<file path="src/logic/usbPkg.sv">
/* Protocol constants for the full-speed USB OUT device.
   PIDs, field widths, CRC polynomials and residues, and FSM state codes. */

package usbPkg;

	//********************************************************************
	// Packet identifiers, sent MSB first
	//********************************************************************
	localparam int pidBits = 8;
	localparam logic [pidBits-1:0] pidAck = 8'b0100_1011;
	localparam logic [pidBits-1:0] pidNak = 8'b0101_1010;
	localparam logic [pidBits-1:0] pidOut = 8'b1000_0111;
	localparam logic [pidBits-1:0] pidData = 8'b1100_0011;

	// Token is addr, endpoint, then CRC5
	localparam int tokenBits = 16;
	localparam int addrBits = 7;
	localparam int endpBits = 4;
	localparam logic [endpBits-1:0] outEndpoint = 4'd3;
	localparam int payloadBits = 64;

	//********************************************************************
	// CRC generators, registers preset to all ones
	//********************************************************************
	localparam int crc5Bits = 5;
	localparam logic [crc5Bits-1:0] crc5Poly = 5'b00101;
	localparam logic [crc5Bits-1:0] crc5Residue = 5'b01100;
	localparam int crc16Bits = 16;
	localparam logic [crc16Bits-1:0] crc16Poly = 16'h8005;
	localparam logic [crc16Bits-1:0] crc16Residue = 16'h800d;

	// Line framing
	localparam int stuffRun = 6;
	localparam int syncBits = 8;
	localparam int eopBits = 3;
	localparam int handshakeBits = syncBits + pidBits + eopBits;

	// Receiver FSM codes
	localparam int rxStateBits = 3;
	localparam logic [rxStateBits-1:0] rxWaitSync = 3'd0;
	localparam logic [rxStateBits-1:0] rxPid = 3'd1;
	localparam logic [rxStateBits-1:0] rxToken = 3'd2;
	localparam logic [rxStateBits-1:0] rxData = 3'd3;
	localparam logic [rxStateBits-1:0] rxEop = 3'd4;

	// Transaction FSM codes
	localparam int txnStateBits = 2;
	localparam logic [txnStateBits-1:0] txnIdle = 2'd0;
	localparam logic [txnStateBits-1:0] txnAwait = 2'd1;
	localparam logic [txnStateBits-1:0] txnSend = 2'd2;

endpackage

</file>
<file path="src/logic/usbIfs.sv">
/* Internal buses of the USB OUT device.
   usbLineIf joins the line receiver to the packet receiver,
   usbPacketIf joins the packet receiver to the transaction FSM. */

//**********************************************************************
// Bit level, line receiver to packet receiver
//**********************************************************************
interface usbLineIf;
	// Decoded NRZ bit of the current sample
	logic rxBit;
	// Current bit is a stuffed zero
	logic stuffed;
	// Single-cycle pulses on the sampled state
	logic sop;
	logic eop;
	logic eopMiss;
	// Requests back from the packet receiver
	logic unstuffEn;
	logic lookEop;

	modport rx (output rxBit, stuffed, sop, eop, eopMiss, input unstuffEn, lookEop);
	modport pkt (input rxBit, stuffed, sop, eop, eopMiss, output unstuffEn, lookEop);
endinterface

//**********************************************************************
// Packet level, packet receiver to transaction FSM
//**********************************************************************
interface usbPacketIf;
	// Pulses in the cycle of the closing J
	logic outToken;
	logic dataPacket;
	// CRC16 result, only meaningful with dataPacket
	logic dataGood;
	// Held until the next SYNC
	logic [usbPkg::payloadBits-1:0] payload;

	modport src (output outToken, dataPacket, dataGood, payload);
	modport sink (input outToken, dataPacket, dataGood, payload);
endinterface

</file>
<file path="src/logic/usbCrcCheck.sv">
/* Serial CRC register with residue compare.
   Preset on init, advanced one bit per shift, match while residue holds. */

module usbCrcCheck #(
	parameter int width = 5,
	parameter logic [width-1:0] poly = 5'b00101,
	parameter logic [width-1:0] residue = 5'b01100
) (
	input logic clk,
	input logic rst_L,
	input logic init,
	input logic shift,
	input logic inBit,
	output logic match
);

	logic [width-1:0] crc;
	logic feedback;

	// MSB out xor incoming bit
	assign feedback = crc[width-1] ^ inBit;

	always_ff @(posedge clk, negedge rst_L) begin
		if (!rst_L)
			crc <= '1;
		else if (init)
			crc <= '1;
		else if (shift)
			crc <= {crc[width-2:0], 1'b0} ^ ({width{feedback}} & poly);
	end

	// Complemented CRC shifted in leaves a fixed residue
	assign match = (crc == residue);

endmodule

</file>
<file path="src/logic/usbHandshakeTx.sv">
/* Handshake sender: SYNC, PID and EOP, NRZI-encoded onto the output pins.
   Drives from the send cycle for handshakeBits cycles, done on the last. */

module usbHandshakeTx (
	input logic clk,
	input logic rst_L,
	input logic send,
	input logic [usbPkg::pidBits-1:0] sendPid,
	output logic dpOut,
	output logic dmOut,
	output logic lineDrive,
	output logic done
);

	logic active;
	logic [4:0] phase, curPhase;
	logic [usbPkg::pidBits-1:0] txShift;
	logic lineJ, nextJ, nrzBit;
	logic inSync, inPid, lastPhase;

	//********************************************************************
	// Phase decode
	//********************************************************************
	// Send cycle is phase zero
	assign curPhase = send ? 5'd0 : phase;
	assign inSync = curPhase < usbPkg::syncBits;
	assign inPid = !inSync && (curPhase < usbPkg::syncBits + usbPkg::pidBits);
	assign lastPhase = curPhase == usbPkg::handshakeBits - 1;

	assign lineDrive = send | active;
	assign done = active && lastPhase;

	// SYNC is seven zeros and a one, PID goes MSB first
	assign nrzBit = inSync ? (curPhase == usbPkg::syncBits - 1) :
		txShift[usbPkg::pidBits-1];
	assign nextJ = nrzBit ? lineJ : ~lineJ;

	//********************************************************************
	// NRZI encoder and pin drive
	//********************************************************************
	always_comb begin
		if (!lineDrive || lastPhase)
			{dpOut, dmOut} = 2'b10;	// J
		else if (inSync || inPid)
			{dpOut, dmOut} = nextJ ? 2'b10 : 2'b01;
		else
			{dpOut, dmOut} = 2'b00;	// SE0 of EOP
	end

	always_ff @(posedge clk, negedge rst_L) begin
		if (!rst_L) begin
			active <= 1'b0;
			phase <= 5'd0;
			lineJ <= 1'b1;
		end
		else begin
			if (send) begin
				active <= 1'b1;
				phase <= 5'd1;
			end
			else if (active) begin
				if (lastPhase) begin
					active <= 1'b0;
					phase <= 5'd0;
				end
				else
					phase <= phase + 1'b1;
			end
			// Line idles J again after EOP
			if (lineDrive)
				lineJ <= (inSync || inPid) ? nextJ : 1'b1;
		end
	end

	// PID held for the whole packet, shifted during its own phases
	always_ff @(posedge clk) begin
		if (send)
			txShift <= sendPid;
		else if (active && inPid)
			txShift <= {txShift[usbPkg::pidBits-2:0], 1'b0};
	end

endmodule

</file>
<file path="src/logic/usbLineRx.sv">
/* Line receiver: NRZI decode, SYNC search, stuffed-bit flagging and EOP check.
   Samples one bus state per clk, all outputs follow the current sample. */

module usbLineRx (
	input logic clk,
	input logic rst_L,
	input logic dpIn,
	input logic dmIn,
	usbLineIf.rx line
);

	logic lineJ, lineK, lineSe0;
	logic prevJ;
	logic [2:0] syncStep, syncNext;
	logic syncExpectK, syncMatch;
	logic [2:0] onesCount;
	logic [1:0] eopStep, eopNext;

	assign lineJ = dpIn & ~dmIn;
	assign lineK = ~dpIn & dmIn;
	assign lineSe0 = ~dpIn & ~dmIn;

	//********************************************************************
	// NRZI decode
	//********************************************************************
	// No change reads as 1, SE0 reads as 0
	assign line.rxBit = (lineJ & prevJ) | (lineK & ~prevJ);

	always_ff @(posedge clk, negedge rst_L) begin
		if (!rst_L)
			prevJ <= 1'b1;	// idle line is J
		else if (lineJ)
			prevJ <= 1'b1;
		else if (lineK)
			prevJ <= 1'b0;
	end

	//********************************************************************
	// SYNC matcher, KJKJKJKK
	//********************************************************************
	// Even steps and the last step want K
	assign syncExpectK = ~syncStep[0] | (syncStep == usbPkg::syncBits - 1);
	assign syncMatch = syncExpectK ? lineK : lineJ;

	always_comb begin
		syncNext = 3'd0;
		line.sop = 1'b0;
		if (lineSe0)
			syncNext = 3'd0;
		else if (syncStep == usbPkg::syncBits - 1) begin
			if (lineK)
				line.sop = 1'b1;
			// KJKJKJKJ still ends in a valid six-state prefix
			else if (lineJ)
				syncNext = 3'd6;
		end
		else if (syncMatch)
			syncNext = syncStep + 1'b1;
		// K K out of sequence, second K starts over
		else if (lineK)
			syncNext = 3'd1;
	end

	always_ff @(posedge clk, negedge rst_L) begin
		if (!rst_L)
			syncStep <= 3'd0;
		else
			syncStep <= syncNext;
	end

	//********************************************************************
	// Stuffed bit detector
	//********************************************************************
	assign line.stuffed = line.unstuffEn && (onesCount == usbPkg::stuffRun);

	always_ff @(posedge clk, negedge rst_L) begin
		if (!rst_L)
			onesCount <= 3'd0;
		else if (!line.unstuffEn || line.stuffed || !line.rxBit)
			onesCount <= 3'd0;
		else
			onesCount <= onesCount + 1'b1;
	end

	//********************************************************************
	// EOP matcher, SE0 SE0 J
	//********************************************************************
	always_comb begin
		eopNext = 2'd0;
		line.eop = 1'b0;
		line.eopMiss = 1'b0;
		case (eopStep)
			2'd0: begin
				if (line.lookEop) begin
					if (lineSe0)
						eopNext = 2'd1;
					else
						line.eopMiss = 1'b1;
				end
			end
			2'd1: begin
				if (lineSe0)
					eopNext = 2'd2;
				else
					line.eopMiss = 1'b1;
			end
			default: begin
				// Closing J or a broken EOP
				line.eop = lineJ;
				line.eopMiss = ~lineJ;
			end
		endcase
	end

	always_ff @(posedge clk, negedge rst_L) begin
		if (!rst_L)
			eopStep <= 2'd0;
		else
			eopStep <= eopNext;
	end

endmodule

</file>
<file path="src/logic/usbOutDevice.sv">
/* Full-speed USB device receiving OUT transfers on endpoint 3.
   Split bus pins with a drive enable, accepted payloads on rxPayload. */

module usbOutDevice #(
	parameter logic [usbPkg::addrBits-1:0] deviceAddr = 7'h00
) (
	input logic clk,
	input logic rst_L,
	input logic dpIn,
	input logic dmIn,
	output logic dpOut,
	output logic dmOut,
	output logic lineDrive,
	output logic [usbPkg::payloadBits-1:0] rxPayload,
	output logic rxPayloadValid
);

	// Transaction to sender
	logic send;
	logic [usbPkg::pidBits-1:0] sendPid;
	logic done;

	usbLineIf lineBus ();
	usbPacketIf pktBus ();

	//********************************************************************
	// Receive path
	//********************************************************************
	usbLineRx lineRx0 (
		.clk(clk),
		.rst_L(rst_L),
		.dpIn(dpIn),
		.dmIn(dmIn),
		.line(lineBus)
	);

	usbPacketRx #(.deviceAddr(deviceAddr)) packetRx0 (
		.clk(clk),
		.rst_L(rst_L),
		.line(lineBus),
		.pkt(pktBus)
	);

	//********************************************************************
	// Transaction and handshake
	//********************************************************************
	usbTransaction transaction0 (
		.clk(clk),
		.rst_L(rst_L),
		.pkt(pktBus),
		.done(done),
		.send(send),
		.sendPid(sendPid),
		.rxPayload(rxPayload),
		.rxPayloadValid(rxPayloadValid)
	);

	usbHandshakeTx handshakeTx0 (
		.clk(clk),
		.rst_L(rst_L),
		.send(send),
		.sendPid(sendPid),
		.dpOut(dpOut),
		.dmOut(dmOut),
		.lineDrive(lineDrive),
		.done(done)
	);

endmodule

</file>
<file path="src/logic/usbPacketRx.sv">
/* Packet receiver: reads PID, OUT token and DATA payload after each SYNC.
   Checks CRC5 and CRC16 and reports each finished packet at its closing J. */

module usbPacketRx #(
	parameter logic [usbPkg::addrBits-1:0] deviceAddr = 7'h00
) (
	input logic clk,
	input logic rst_L,
	usbLineIf.pkt line,
	usbPacketIf.src pkt
);

	logic [usbPkg::rxStateBits-1:0] state, stateNext;
	logic [6:0] bitCount;
	logic inField, takeBit;
	logic [usbPkg::pidBits-1:0] pidReg, pidNow;
	logic isData;
	logic [usbPkg::addrBits+usbPkg::endpBits-1:0] tokenReg;
	logic [usbPkg::payloadBits-1:0] payloadReg;
	logic crcInit, crc5Shift, crc16Shift;
	logic crc5Match, crc16Match;
	logic atEop, tokenHit;

	assign inField = (state == usbPkg::rxPid) || (state == usbPkg::rxToken) ||
		(state == usbPkg::rxData);
	// Stuffed zeros never reach a field
	assign takeBit = inField && !line.stuffed;
	assign pidNow = {pidReg[usbPkg::pidBits-2:0], line.rxBit};

	//********************************************************************
	// Receiver FSM
	//********************************************************************
	always_comb begin
		stateNext = state;
		case (state)
			usbPkg::rxWaitSync:
				if (line.sop)
					stateNext = usbPkg::rxPid;
			usbPkg::rxPid:
				// Classify at the eighth bit
				if (takeBit && bitCount == usbPkg::pidBits - 1) begin
					if (pidNow == usbPkg::pidOut)
						stateNext = usbPkg::rxToken;
					else if (pidNow == usbPkg::pidData)
						stateNext = usbPkg::rxData;
					else
						stateNext = usbPkg::rxWaitSync;
				end
			usbPkg::rxToken:
				if (takeBit && bitCount == usbPkg::tokenBits - 1)
					stateNext = usbPkg::rxEop;
			usbPkg::rxData:
				// Payload then its CRC16
				if (takeBit && bitCount == usbPkg::payloadBits + usbPkg::crc16Bits - 1)
					stateNext = usbPkg::rxEop;
			usbPkg::rxEop:
				if (line.eop || line.eopMiss)
					stateNext = usbPkg::rxWaitSync;
			default:
				stateNext = usbPkg::rxWaitSync;
		endcase
	end

	always_ff @(posedge clk, negedge rst_L) begin
		if (!rst_L) begin
			state <= usbPkg::rxWaitSync;
			bitCount <= 7'd0;
			isData <= 1'b0;
		end
		else begin
			state <= stateNext;
			// Count restarts with every field
			if (state != stateNext)
				bitCount <= 7'd0;
			else if (takeBit)
				bitCount <= bitCount + 1'b1;
			if (state == usbPkg::rxPid && stateNext != usbPkg::rxPid)
				isData <= (pidNow == usbPkg::pidData);
		end
	end

	//********************************************************************
	// Field shift registers
	//********************************************************************
	always_ff @(posedge clk) begin
		if (takeBit && state == usbPkg::rxPid)
			pidReg <= pidNow;
		// Token and payload come LSB first
		if (takeBit && state == usbPkg::rxToken &&
			bitCount < usbPkg::addrBits + usbPkg::endpBits)
			tokenReg <= {line.rxBit, tokenReg[usbPkg::addrBits+usbPkg::endpBits-1:1]};
		if (takeBit && state == usbPkg::rxData && bitCount < usbPkg::payloadBits)
			payloadReg <= {line.rxBit, payloadReg[usbPkg::payloadBits-1:1]};
	end

	//********************************************************************
	// CRC checks
	//********************************************************************
	assign crcInit = (state == usbPkg::rxWaitSync) && line.sop;
	assign crc5Shift = takeBit && (state == usbPkg::rxToken);
	assign crc16Shift = takeBit && (state == usbPkg::rxData);

	usbCrcCheck #(
		.width(usbPkg::crc5Bits),
		.poly(usbPkg::crc5Poly),
		.residue(usbPkg::crc5Residue)
	) crc5Chk (
		.clk(clk),
		.rst_L(rst_L),
		.init(crcInit),
		.shift(crc5Shift),
		.inBit(line.rxBit),
		.match(crc5Match)
	);

	usbCrcCheck #(
		.width(usbPkg::crc16Bits),
		.poly(usbPkg::crc16Poly),
		.residue(usbPkg::crc16Residue)
	) crc16Chk (
		.clk(clk),
		.rst_L(rst_L),
		.init(crcInit),
		.shift(crc16Shift),
		.inBit(line.rxBit),
		.match(crc16Match)
	);

	//********************************************************************
	// Line requests and packet outcome
	//********************************************************************
	// A stuffed bit after the last CRC bit is skipped before EOP
	assign line.unstuffEn = inField || (state == usbPkg::rxEop);
	assign line.lookEop = (state == usbPkg::rxEop) && !line.stuffed;

	assign atEop = (state == usbPkg::rxEop) && line.eop;
	assign tokenHit = (tokenReg[usbPkg::addrBits-1:0] == deviceAddr) &&
		(tokenReg[usbPkg::addrBits+usbPkg::endpBits-1:usbPkg::addrBits] ==
		usbPkg::outEndpoint);

	assign pkt.outToken = atEop && !isData && tokenHit && crc5Match;
	assign pkt.dataPacket = atEop && isData;
	assign pkt.dataGood = crc16Match;
	assign pkt.payload = payloadReg;

endmodule

</file>
<file path="src/logic/usbTransaction.sv">
/* OUT transaction FSM: accepts a DATA packet after a matching OUT token.
   Answers ACK with a payload strobe on good CRC16, NAK otherwise. */

module usbTransaction (
	input logic clk,
	input logic rst_L,
	usbPacketIf.sink pkt,
	input logic done,
	output logic send,
	output logic [usbPkg::pidBits-1:0] sendPid,
	output logic [usbPkg::payloadBits-1:0] rxPayload,
	output logic rxPayloadValid
);

	logic [usbPkg::txnStateBits-1:0] state;
	logic dataSeen;

	// DATA only counts after an accepted OUT
	assign dataSeen = (state == usbPkg::txnAwait) && pkt.dataPacket;

	//********************************************************************
	// Transaction FSM
	//********************************************************************
	always_ff @(posedge clk, negedge rst_L) begin
		if (!rst_L) begin
			state <= usbPkg::txnIdle;
			send <= 1'b0;
			sendPid <= usbPkg::pidNak;
			rxPayloadValid <= 1'b0;
		end
		else begin
			// Strobes last one cycle
			send <= 1'b0;
			rxPayloadValid <= 1'b0;
			case (state)
				usbPkg::txnIdle:
					if (pkt.outToken)
						state <= usbPkg::txnAwait;
				usbPkg::txnAwait:
					if (dataSeen) begin
						state <= usbPkg::txnSend;
						send <= 1'b1;
						sendPid <= pkt.dataGood ? usbPkg::pidAck : usbPkg::pidNak;
						rxPayloadValid <= pkt.dataGood;
					end
				usbPkg::txnSend:
					// Packet events ignored until the handshake is out
					if (done)
						state <= (sendPid == usbPkg::pidNak) ? usbPkg::txnAwait :
							usbPkg::txnIdle;
				default:
					state <= usbPkg::txnIdle;
			endcase
		end
	end

	// Payload captured with the ACK decision
	always_ff @(posedge clk) begin
		if (dataSeen && pkt.dataGood)
			rxPayload <= pkt.payload;
	end

endmodule

</file>
<file path="config.mk">
export PLATFORM = sky130hd
export DESIGN_NAME = usbOutDevice
export DESIGN_NICKNAME = d
export VERILOG_FILES = /design/src/logic/usbPkg.sv /design/src/logic/usbIfs.sv /design/src/logic/usbCrcCheck.sv /design/src/logic/usbHandshakeTx.sv /design/src/logic/usbLineRx.sv /design/src/logic/usbOutDevice.sv /design/src/logic/usbPacketRx.sv /design/src/logic/usbTransaction.sv
export SDC_FILE = /design/constraint.sdc
export NUM_CORES = 1
export LEC_CHECK = 0
export ABC_AREA = 1
export BUFFER_PORTS_ARGS = -buffer_cell sky130_fd_sc_hd__buf_4
export CAP_MARGIN = 20
export CORE_MARGIN = 2
export CORE_UTILIZATION = 53
export CTS_BUF_LIST = sky130_fd_sc_hd__clkbuf_16
export DETAILED_ROUTE_END_ITERATION = 16
export PLACE_DENSITY = 0.87
export SKIP_LAST_GASP = 1
export SYNTH_ARGS = -nofsm -noshare
export SYNTH_HDL_FRONTEND = slang
export SYNTH_SLANG_ARGS = --single-unit
</file>
<file path="constraint.sdc">
create_clock -name clk -period 4.3 [get_ports clk]
set_input_delay 0.215 -clock clk [delete_from_list [all_inputs] [get_ports clk]]
set_output_delay 0.215 -clock clk [all_outputs]
set_load 0.03 [all_outputs]
</file>
==> flow_results.org, run 1 <==
** Run status
- The flow ran to the end, and the final reports show no timing, DRC or antenna violations.

** Drt
- After the first detailed-routing iteration, the DRC count stood at 337.
- The final layout contains routed wiring with a total length of 12500 µm.
- Number of antenna-violating nets in the routed design :: 0
- Average wire length per cell after detail routing :: about 16 µm
- Detailed-router iteration count before antenna repair :: 5
- Avg Vias per Cell :: just over 5
- Count of vias placed by the detailed router :: just over 4000
- For this run, design rule violations remaining after detail routing come to 0.

** Yosys
- By count the netlist is led by sky130_fd_sc_hd__edfxtp_1, sky130_fd_sc_hd__inv_1, sky130_fd_sc_hd__nand2_1.
- After technology mapping, the gate count stands at 509.
- Top cell type's share of synthesized area :: 0.610
- The share of the Yosys chip area taken by registers is 0.792.
- Counting flops with a built-in enable in the synthesized netlist gives approximately 150.
- Counting flops and latches in the post-synthesis netlist gives about 210.
- Synthesized area divided by synthesized cell count :: 14.9 µm²
- By instance count, the leading cell after synthesis is sky130_fd_sc_hd__edfxtp_1.
- Count of distinct cell types in the synthesized netlist :: 41
- Synth area leaders :: sky130_fd_sc_hd__edfxtp_1, sky130_fd_sc_hd__dfrtp_1, sky130_fd_sc_hd__dfstp_2
- The Yosys step of the flow raised 0 warnings.
- Dominant register cell in the synthesized netlist :: sky130_fd_sc_hd__edfxtp_1
- Counting flops with an async set or reset pin after synthesis yields a share of 0.260.
- After synthesis the cells add up to ~7600 µm².
- Syn_nets :: ~520
- Cell taking the most area after synthesis :: sky130_fd_sc_hd__edfxtp_1

** Power
- Maximum vdd drop :: 0.000275 V
- For this design the static power due to leakage is 3.54 nW.
- Power spread over the standard cell area amounts to 434 nW/µm².

** Timing
- The count of pins over their slew limit came to 0.
- The final number of hold-violating endpoints was 0.
- Share of the clock period used by the worst path after layout :: 0.548
- Based on the critical path, the design can be clocked at up to 424 MHz.
- Final-layout setup total negative slack :: 0 ns
- Worst clock skew :: about 0.015 ns
- Minimum period implied by the final worst setup slack :: 2.36 ns
- Slew at the pin closest to its max-slew limit :: about 0.78 ns
- Setup violations remaining at the end of the flow were counted as 0.
- Measured against its own limit, the worst slew margin works out to 0.482.
- Setup repair after global routing missed its margin :: false

** GRT
- The via count of the first global-routing pass was 3970.
- Pin count of the biggest net entering global routing :: 64
- Number of antenna violations at the first check in global routing :: 0
- Residual overflow from global routing :: 0
- GRT Resource Usage Total :: 0.164
- Global-route wire length before repair :: 19700 µm

** Final layout
- The layout has 939 filler cells.
- Nets :: 619
- The count of cells in the finished layout, fillers not included, comes to 798.
- In the final layout, the share of cells above drive strength 1 is 0.251.
- Area overhead of the layout relative to synthesis :: 19.1%
- Count of inserted antenna diode cells :: 0

** Placement
- Half-perimeter wire length after placement :: 7800 µm
- Total of buffers placed on input and output ports :: 71
- Routability-driven placement finished with a final weighted congestion of 0.917.
- Counting tap cells, the placed design contains a total of 760 instances.

** Clocking
- Number of sinks handled by clock tree synthesis :: 208
- Number of buffers added by the clock tree synthesis step :: 21
- TritonCTS built the clock tree.
- Number of buffers between clock root and the deepest sink :: 3
- Clock slew at reported path FFs :: ~0.06 ns
- The number of gates resized after CTS was 0.
- In this run the clock root is driven by a sky130_fd_sc_hd__clkbuf_16.
- At the later pin of the worst-skew pair, clock insertion delay measures 0.48 ns.
- CTS hold repair buffers :: 1
- Number of H-tree levels :: 1
- After clock tree synthesis, the setup repair step added 0 buffers.

** Die
- Die footprint :: 15300 µm²
- 72 I/O pins were placed.
- In this run the horizontal extent of the chip is approximately 120 µm.
- Initial cell density of the core :: 0.544
- The floorplan has 43 rows.
- The floorplan step defined a core boundary enclosing roughly 14000 µm².
- Vertical die dimension :: 124 µm

** Worst setup path
- At the worst endpoint, the arrival time is 2.46 ns.
- STA classifies the critical path startpoint as a register.
- Maximum fanout encountered on the critical timing path :: 63
- STA classifies the critical path endpoint as a register.
- Type of the worst setup path :: reg -> reg
- Required time at the worst-slack endpoint :: 4.41 ns

** Job
- Max Cap Violations :: 0

** Worst hold path
- The tightest min-delay check is of the in -> reg type.
cells by family after synthesis:
family / after synthesis / share of synthesized area
AO/OA/AOI/OAI: 47 / 0.0398
flip-flops: 208 / 0.792
XOR/XNOR: 10 / 0.0116
buffers and inverters: 75 / 0.0388
multiplexers: 2 / 0.00264
AND/OR/NAND/NOR: 157 / 0.0985
adder cells (fa/ha/maj): 10 / 0.0165
state kept, by name (all words and copies together), names as in the netlist, 5 cells and up:
register	cells
packetRx0.pkt.payload	64
packetRx0.pidReg	7
handshakeTx0.txShift	8
packetRx0.crc5Chk.crc	5
packetRx0.crc16Chk.crc	16
transaction0.rxPayload	64
packetRx0.bitCount	7
packetRx0.tokenReg	11
handshakeTx0.phase	5
metrics by stage:
step                hold WS [ns]   util  cell area [µm²]  setup WS [ns]  power, mW
detailed placement         0.298  0.600             8360           1.88       2.22
floorplan                -0.0806      -             7580          0.299       2.20
global route               0.145  0.648             9030           1.79       4.03
finish                     0.131  0.648             9030           1.94       3.92
global placement           0.286  0.600             8360           2.00       2.21
CTS                        0.124  0.648             9020           1.94       3.95
metal layers:
| metal | GRT usage | share of wire | vias to the layer above |
|---|---|---|---|
| li1 | - | - | 1960 |
| met1 | 0.224 | 0.44 | 2028 |
| met2 | 0.272 | 0.49 | 113 |
| met3 | 0.0302 | 0.052 | 32 |
| met4 | 0.0511 | 0.024 | 0 |
| met5 | 0 | 0 | - |
final timing paths:
kind,start,endpoint,slack [ns],cells after the start
max in group asynchronous,rst_L,lineRx0.onesCount[1]$_DFF_PN0_,3.55,2
min,dpIn,lineRx0.syncStep[0]$_DFF_PN0_,0.13,3
max,packetRx0.state[2]$_DFF_PN0_,transaction0.rxPayload[39]$_DFFE_PP_,1.94,5
min in group asynchronous,rst_L,packetRx0.bitCount[1]$_DFFE_PN0P_,0.30,2
min reg2reg,packetRx0.tokenReg[8]$_DFFE_PP_,packetRx0.tokenReg[7]$_DFFE_PP_,0.45,0
max reg2reg,packetRx0.state[2]$_DFF_PN0_,transaction0.rxPayload[39]$_DFFE_PP_,1.94,5
critical path: stages (launching register included):
cell	delay [ns]
sky130_fd_sc_hd__dfrtp_1	0.47
sky130_fd_sc_hd__inv_2	0.12
sky130_fd_sc_hd__nor4_4	0.37
sky130_fd_sc_hd__nand3_2	0.20
sky130_fd_sc_hd__nor2_4	0.16
sky130_fd_sc_hd__buf_4	0.63
final cells by class:
type / count / area, µm² / area share
clock inverters: 15 / 134 / 0.0148
clock buffers: 21 / 526 / 0.0582
well taps: 180 / 225 / 0.0249
repair buffers: 77 / 578 / 0.0640
inverters: 71 / 268 / 0.0297
multi-input cells: 226 / 1290 / 0.143
flip-flops and latches: 208 / 6010 / 0.665
layout by cell type (no fill, tap or decap), types with 10 or more instances in the layout:
cell type,n
sky130_fd_sc_hd__a22oi_1,17
sky130_fd_sc_hd__a21oi_1,12
sky130_fd_sc_hd__nand3_1,17
sky130_fd_sc_hd__ha_1,10
sky130_fd_sc_hd__nor2_1,43
sky130_fd_sc_hd__dfrtp_1,30
sky130_fd_sc_hd__edfxtp_1,154
sky130_fd_sc_hd__inv_1,66
sky130_fd_sc_hd__dfstp_2,24
sky130_fd_sc_hd__clkbuf_16,21
sky130_fd_sc_hd__buf_4,75
sky130_fd_sc_hd__nand2_1,57
where the power goes:
group	switching (mW)	internal (mW)
Combinational	0.0266	0.00951
Clock	0.730	1.01
Sequential	0.00152	2.14
No activity file was read; power rests on OpenSTA's default activity.
==> run 2: changes to the inputs <==
--- a/config.mk
+++ b/config.mk
@@ -9,10 +9,10 @@
 export BUFFER_PORTS_ARGS = -buffer_cell sky130_fd_sc_hd__buf_4
 export CAP_MARGIN = 20
 export CORE_MARGIN = 2
-export CORE_UTILIZATION = 53
+export CORE_UTILIZATION = 58
 export CTS_BUF_LIST = sky130_fd_sc_hd__clkbuf_16
 export DETAILED_ROUTE_END_ITERATION = 16
-export PLACE_DENSITY = 0.87
+export PLACE_DENSITY = 0.9
 export SKIP_LAST_GASP = 1
 export SYNTH_ARGS = -nofsm -noshare
 export SYNTH_HDL_FRONTEND = slang
==> constraint.sdc (replaced) <==
create_clock -name clk -period 2.19 [get_ports clk]
set_input_delay 0.1095 -clock clk [delete_from_list [all_inputs] [get_ports clk]]
set_output_delay 0.1095 -clock clk [all_outputs]
set_load 0.03 [all_outputs]
==> run 2 against run 1 <==
Sequential cell count unchanged. Setup slack got worse by 1.8 ns. Clock-buffer cell count unchanged. Cell area increased by 0.35%. Worst hold slack got worse by 0.065 ns. Global-route usage increased by 2.3 points. Critical endpoint is now dmOut. Highest routed layer unchanged.
==> flow_results.org, run 2 (same netlist as run 1, synthesis figures left out) <==
** Clocking
- Number of sinks handled by clock tree synthesis :: 208 (unchanged)
- CTS placed an instance of sky130_fd_sc_hd__clkbuf_16 at the clock tree root.
- The clock-pin slew reported for the worst setup and hold paths after clock tree synthesis came to 0.06 ns (about the same).
- Number of buffers between clock root and the deepest sink :: 3 (unchanged)
- Number of H-tree levels :: 1 (unchanged)
- The number of buffers added by the clock tree synthesis step is 20 (-4.8%).
- The clock latency on the worst-skew pair was 0.49 ns (about the same).
- TritonCTS built the clock tree.

** Power
- The internal power contribution came to 6.18 mW (+96%).
- The proportion of power drawn by the clock network came to 0.439 (-0.006).
- Sequential power share :: 0.551 (+0.005)
- PwrDens :: 841 nW/µm² (+94%)
- Net switching power of the design :: 1.44 mW (+90%)
- The proportion of total power due to net switching came to 0.189 (-0.00449).
- Sum of internal, switching and leakage power :: 7.62 mW (+95%)
- Gate power share :: 0.009 (about the same)
- Maximum vdd drop :: 0.000598 V (+120%)
- Lkg Pwr :: 3.57 nW (+0.75%)

** GRT
- The overall global routing resource usage was 0.188 (+0.0233).
- Number of antenna violations at the first check in global routing :: 0 (unchanged)
- Via count of the first global-routing pass :: 4140 (+4.3%)
- The pin count of the biggest net entering global routing was 67 (+4.7%).
- The wire length of the first global-routing pass came to 20900 µm (+6.2%).
- Residual overflow from global routing :: 0 (unchanged)
- The met3 track utilization from global routing came to 0.0352 (+0.00501).
- The met2 track utilization from global routing was 0.319 (+0.0474).
- Peak-usage layer in the global routing report :: met2
- Met1 track demand over resource in global routing :: 0.250 (+0.0258)

** Final layout
- The net count reported at finish was 620 (+0.16%).
- The share of the core filled with cells in the final layout is 0.715 (+0.0671).
- The proportion of layout cells with a drive suffix above 1 came to 0.255 (+0.00403).
- The top cell types in the final layout, fill and taps aside, are sky130_fd_sc_hd__edfxtp_1, sky130_fd_sc_hd__buf_4, sky130_fd_sc_hd__inv_1, sky130_fd_sc_hd__nand2_1, sky130_fd_sc_hd__nor2_1.
- Most frequent standard cell in the layout excluding fill and tap cells :: sky130_fd_sc_hd__edfxtp_1
- Reg area :: 6010 µm² (about the same)
- The post-route cell area is 9060 µm² (+0.35%).
- Count of inserted antenna diode cells :: 0 (unchanged)
- The fill cell instance count of the final layout came to 756 (-19%).
- Total area of multi-input combinational cells :: 1310 µm² (+1.2%)
- From synthesis to final layout, the design area changed by 19.5%.

** Worst setup path
- Required time at the worst-slack endpoint :: 2.08 ns (-2.33 ns)
- Type of the worst setup path :: reg -> out
- STA classifies the critical path startpoint as a register.
- The maximum fanout encountered on the critical timing path came to 8 (-87%).
- The worst setup path is captured at an output pin.
- CP arrival :: 1.94 ns (-0.52 ns)

** Timing
- In the finished design, the share of the clock period the worst path needs comes to 0.934.
- Total count of max-transition violations in the final report :: 0 (unchanged)
- Slew at the pin closest to its max-slew limit :: 0.669 ns (-0.108 ns)
- Slew margin rel. :: 0.554 (+0.0718)
- Static timing analysis puts the maximum clock frequency at 489 MHz.
- The setup clock skew after layout was 0.0157 ns (+0.000380 ns).
- Counting I/O delays and the setup requirement, the final critical path takes 2.05 ns.
- The final number of hold-violating endpoints was 0 (unchanged).
- Number of failing setup endpoints in the final timing report :: 0 (unchanged)

** Worst hold path
- Kind of path behind the tightest hold check :: in -> reg

** Die
- Placeable Area :: 12700 µm² (-9.1%)
- Die footprint :: 14000 µm² (-8.4%)
- Width of the die :: 118 µm (-4.3%)
- The die span in y was 118 µm (-4.3%).
- The number of placement rows came to 41 (-4.7%).
- Initial cell density of the core :: 0.598 (+0.0543)
- Total I/O pin count :: 72 (unchanged)

** Placement
- Final RePlAce weighted congestion :: 0.764 (-17%)
- Half-perimeter wire length after placement :: 8080 µm (+3.6%)
- Total of buffers placed on input and output ports :: 71 (unchanged)
- The area after detailed placement is 8370 µm² (+0.21%).

** Run status
- The run finished with clean final reports.

** Drt
- The total length of routed wires was 13100 µm (+4.8%).
- The count of antenna-violating nets left after detailed routing was 0 (unchanged).
- Avg Vias per Cell :: 5.31 (+2.5%)
- The length of the first detailed-routing pass in iterations was 5 (unchanged).
- DRC violation total after the first TritonRoute iteration :: 483 (+43%)
- The average detailed-routed wire length per instance is 16.6 µm (+5.5%).
- The total number of vias is 4203 (+1.7%).
- The DRC violation count after routing came to 0 (unchanged).

** Job
- The max-cap violation count is 0 (unchanged).
-- run 2: cell count changes in the layout (fill, tap and decap cells not counted), moves of 2 or more --
| cell | before | now |
|---|---|---|
| sky130_fd_sc_hd__inv_1 | 66 | 69 |
| sky130_fd_sc_hd__nor2_1 | 43 | 41 |
| sky130_fd_sc_hd__buf_12 | 0 | 2 |
| sky130_fd_sc_hd__clkinvlp_4 | 3 | 1 |
| sky130_fd_sc_hd__nor2_2 | 1 | 3 |
-- run 2: final timing paths --
kind | startpoint | endpoint | slack (ns) | cells after the start
min in group asynchronous | rst_L | packetRx0.state[0]$_DFF_PN0_ | 0.21 | 2
worst min register to register | lineRx0.eopStep[0]$_DFF_PN0_ | lineRx0.eopStep[0]$_DFF_PN0_ | 0.44 | 1
worst max-delay path | transaction0.send$_DFF_PN0_ | dmOut | 0.14 | 9
worst max register to register | packetRx0.state[2]$_DFF_PN0_ | transaction0.rxPayload[35]$_DFFE_PP_ | 0.20 | 5
max in group asynchronous | rst_L | transaction0.send$_DFF_PN0_ | 1.51 | 2
worst min-delay path | dpIn | lineRx0.syncStep[0]$_DFF_PN0_ | 0.07 | 3
-- run 2: stage by stage --
stage                     std cells  TNS [ns]  worst slack, ns  hold slack, ns
after detailed placement        752         0            0.203           0.195
final                           792         0            0.144          0.0659
after global routing            792   -0.0120          -0.0120          0.0665
after floorplan                 509    -12.97           -0.192          -0.186
after global placement          752         0            0.297           0.181
after CTS                       789         0           0.0173          0.0418
-- run 2: area by class of cell --
class                           count  share of cell area
Sequential cell                   208               0.663
Multi-Input combinational cell    226               0.144
Timing Repair Buffer               79              0.0682
Clock buffer                       21              0.0580
Inverter                           71              0.0298
Tap cell                          172              0.0238
Clock inverter                     15              0.0128
-- run 2: timing repair --
action | in CTS | in global routing
endpoints found under the setup margin | 1 | 2
gates resized for setup | 1 | 4
hold endpoints to repair | 30 | 0
pin swaps | 0 | 0
buffers inserted | 0 | 2
hold buffers | 1 | 0
-- run 2: power by group through the flow --
stage | clock network, mW | registers [mW] | logic [mW]
finish | 3.35 | 4.20 | 0.0714
global route | 3.55 | 4.20 | 0.0816
CTS | 3.41 | 4.20 | 0.0728
detailed placement | 0 | 4.28 | 0.0699
global placement | 0 | 4.28 | 0.0668
floorplan | 0 | 4.28 | 0.0372
-- run 2: routing by layer --
layer  routed length, µm  vias to the layer above
met5                   0                        -
met4                 205                        0
met3                 800                       18
met2                6570                      165
met1                5560                     2057
li1                    -                     1963
-- run 2: worst max-delay path: stages (launching register included) --
cell and delay [ns]:
sky130_fd_sc_hd__dfrtp_2 0.47, sky130_fd_sc_hd__inv_4 0.11, sky130_fd_sc_hd__nand2_1 0.10, sky130_fd_sc_hd__nor2_2 0.12, sky130_fd_sc_hd__nand3_1 0.08, sky130_fd_sc_hd__nand2_1 0.10, sky130_fd_sc_hd__xor2_2 0.16, sky130_fd_sc_hd__nand3_1 0.10
sky130_fd_sc_hd__inv_1 0.07, sky130_fd_sc_hd__buf_4 0.15
==> run 3: changes to the inputs <==
--- a/config.mk
+++ b/config.mk
@@ -12,7 +12,7 @@
 export CORE_UTILIZATION = 58
 export CTS_BUF_LIST = sky130_fd_sc_hd__clkbuf_16
 export DETAILED_ROUTE_END_ITERATION = 16
-export PLACE_DENSITY = 0.9
+export PLACE_DENSITY_LB_ADDON = 0.25
 export SKIP_LAST_GASP = 1
 export SYNTH_ARGS = -nofsm -noshare
 export SYNTH_HDL_FRONTEND = slang
==> run 3 against run 2 <==
Utilization rose by 0.16 points. Maximum frequency fell by 2.2%. Wire length fell by 9.7%. Non-clock buffer count fell by 1. Sequential cell count did not move. Via count fell by 3.3%. Register-to-register slack barely moved. Global-route usage fell by 1.6 points. Sequential share of layout area fell by 0.15 points.
==> flow_results.org, run 3 (same netlist as run 1, synthesis figures left out) <==
** Run status
- Result of the run :: finished clean

** Die
- The placeable core region came to 12700 µm² (unchanged).
- Total I/O pin count :: 72 (unchanged)
- Row count :: 41 (unchanged)
- The width of the die was 118 µm (unchanged).
- The initial cell density of the core came to 0.598 (unchanged).
- The area enclosed by the die boundary was 14000 µm² (unchanged).
- Vertical die dimension :: 118 µm (unchanged)

** Timing
- The final number of hold-violating endpoints was 0 (unchanged).
- The transition time at the pin with the least slew margin is 0.668 ns (-0.000315 ns).
- The achievable clock frequency was 478 MHz (-2.2%).
- Worst-case hold slack :: 0.0576 ns (-0.00827 ns)
- Slew margin rel. :: 0.554 (about the same)
- Setup repair after global routing missed its margin :: true
- The period utilization is 0.955 (+0.0208).
- The setup-violating endpoint count in the final report is 0 (unchanged).
- Worst clock skew :: 0.0108 ns (-0.00488 ns)
- The count of pins over their slew limit was 0 (unchanged).
- The minimum period implied by the final worst setup slack was 2.09 ns (+0.0455 ns).

** Drt
- The average detailed-routed wire length per instance was 15.0 µm (-9.7%).
- The count of antenna-violating nets left after detailed routing came to 0 (unchanged).
- Wire length after detailed routing :: 11900 µm (-9.7%)
- The total number of vias came to 4065 (-3.3%).
- The detailed router's first-iteration violation count is 360 (-25%).
- Number of remaining DRC errors :: 0 (unchanged)
- Avg Vias per Cell :: 5.13 (-3.3%)
- Detailed-router iteration count before antenna repair :: 5 (unchanged)

** Worst setup path
- The arrival time of data at the critical path endpoint came to 1.98 ns (+0.04 ns).
- Traced cell by cell, the critical path runs through inv_4 -> nand2_1 -> nor2_2 -> nand3_1 -> nand2_1 -> xor2_1 -> nand3_1 -> inv_1 -> buf_4.
- Crit-path slowest cell :: sky130_fd_sc_hd__dfrtp_2
- Worst path top cell family by delay :: simple AND/OR/NAND/NOR gates
- Worst Path Buf+Inv :: 3 (unchanged)
- Peak per-stage delay on the critical path :: 0.49 ns (+0.02 ns)
- The maximum fanout encountered on the critical timing path is 10 (+2).
- Launching element type of the critical path :: register
- Required time at the worst-slack endpoint :: 2.08 ns (about the same)
- STA classifies the critical path endpoint as an output pin.
- The critical path is of the reg -> out type.

** Clocking
- Insertion delay to the later sink of the worst-skew pair :: 0.48 ns (about the same)
- Clock slew at reported path FFs :: 0.06 ns (about the same)
- The CTS H-tree depth is 1 (unchanged).
- Clock Tree Root :: sky130_fd_sc_hd__clkbuf_16
- CTS tree :: yes
- The clock sink count came to 208 (unchanged).
- The worst-case clock buffer depth was 3 (unchanged).
- The number of buffers added by the clock tree synthesis step is 21 (+5.0%).

** Worst hold path
- Kind of path behind the tightest hold check :: in -> reg

** Final layout
- Relative to the synthesized area, the layout overhead comes to 19.8%.
- The combined area of the multi-input logic cells came to 1300 µm² (-0.57%).
- The antenna diode count is 0 (unchanged).
- The area occupied by registers is 6010 µm² (unchanged).
- Fraction of layout instances using a drive strength above 1 :: 0.255 (unchanged)
- The net count reported at finish is 620 (unchanged).
- Commonest cells after routing, fill and taps aside :: sky130_fd_sc_hd__edfxtp_1, sky130_fd_sc_hd__buf_4, sky130_fd_sc_hd__inv_1, sky130_fd_sc_hd__nand2_1, sky130_fd_sc_hd__nor2_1
- Design Area, Final :: 9080 µm² (+0.22%)
- Leaving out fill and tap cells, the most frequent cell in the layout is sky130_fd_sc_hd__edfxtp_1.
- Number of filler instances in the final layout :: 800 (+5.8%)

** Placement
- The area after detailed placement was 8380 µm² (about the same).
- Total of buffers placed on input and output ports :: 71 (unchanged)
- Half-perimeter wire length after placement :: 7580 µm (-6.1%)
- The weighted congestion reported at the end of routability-driven placement is 0.872 (+14%).

** GRT
- Residual overflow from global routing :: 0 (unchanged)
- The wire length of the first global-routing pass is 19500 µm (-6.9%).
- The via count of the first global-routing pass was 3877 (-6.4%).
- Pin count of the biggest net entering global routing :: 67 (unchanged)
- GRT Resource Usage Total :: 0.172 (-0.0155)
- The initial antenna violation count was 0 (unchanged).

** Power
- Lkg Pwr :: 3.57 nW (+0.12%)
- The power per standard cell area was 853 nW/µm² (+1.3%).
- Maximum vdd drop :: 0.000531 V (-11%)

** Job
- The max-cap violation count came to 0 (unchanged).
run 3: cell types whose count changed in the layout (fill, tap and decap cells not counted):
| cell | previous run | this run |
|---|---|---|
| sky130_fd_sc_hd__clkinv_1 | 4 | 5 |
| sky130_fd_sc_hd__xor2_1 | 8 | 9 |
| sky130_fd_sc_hd__buf_4 | 75 | 74 |
| sky130_fd_sc_hd__xor2_2 | 1 | 0 |
| sky130_fd_sc_hd__clkinv_4 | 0 | 1 |
| sky130_fd_sc_hd__inv_1 | 69 | 67 |
| sky130_fd_sc_hd__bufinv_16 | 2 | 3 |
run 3: worst paths after layout:
| path | from | endpoint | slack (ns) | cells after the start |
|---|---|---|---|---|
| max in group asynchronous | rst_L | transaction0.send$_DFF_PN0_ | 1.49 | 2 |
| max reg2reg | packetRx0.state[2]$_DFF_PN0_ | transaction0.rxPayload[50]$_DFFE_PP_ | 0.19 | 5 |
| min in group asynchronous | rst_L | packetRx0.bitCount[2]$_DFFE_PN0P_ | 0.22 | 2 |
| min reg2reg | packetRx0.pkt.payload[0]$_DFFE_PP_ | transaction0.rxPayload[0]$_DFFE_PP_ | 0.43 | 0 |
| max | transaction0.send$_DFF_PN0_ | dmOut | 0.1 | 9 |
| min | dpIn | lineRx0.syncStep[0]$_DFF_PN0_ | 0.06 | 3 |
run 3: worst reg2reg max path: stages (launching register included):
cell and delay, ns:
sky130_fd_sc_hd__dfrtp_1 0.46, sky130_fd_sc_hd__inv_2 0.12, sky130_fd_sc_hd__nor4_4 0.37, sky130_fd_sc_hd__nand3_2 0.21, sky130_fd_sc_hd__nor2_4 0.15, sky130_fd_sc_hd__buf_12 0.30
run 3: metrics by stage:
step                      setup TNS (ns)  worst slack, ns  instances  power, mW  utilization
after floorplan                   -12.97           -0.192        509       4.32            -
after global placement                 0            0.294        753       4.35        0.661
after detailed placement               0            0.205        753       4.35        0.661
after CTS                              0           0.0348        791       7.84        0.716
after global routing             -0.0576          -0.0434        792       7.99        0.717
final                                  0           0.0982        792       7.74        0.717
run 3: timing repair:
action                                  4_1_cts  5_1_grt
endpoints found under the setup margin        0        2
hold buffers                                  1        0
gates resized for setup                       0        4
endpoints found under the hold margin        30        0
setup buffers                                 0        0
run 3: cell type report:
type / instances / share of cell area
sequential: 208 / 0.661
multi-input combinational: 226 / 0.143
timing repair buffer: 78 / 0.0672
clock buffer: 21 / 0.0579
inverter: 71 / 0.0298
tap: 172 / 0.0237
clock inverter: 16 / 0.0167
run 3: power by group:
group	leakage [nW]	switching (mW)	internal, mW
clock	0.341	1.37	2.09
sequential	1.93	0.00320	4.20
combinational	1.30	0.0506	0.0188
total	3.57	1.43	6.31
run 3: layer usage:
layer	vias to the layer above	global-route usage	share of wire
li1	1966	-	-
met1	1972	0.250	0.45
met2	108	0.270	0.48
met3	19	0.0275	0.050
met4	0	0.0542	0.019
met5	-	0	0
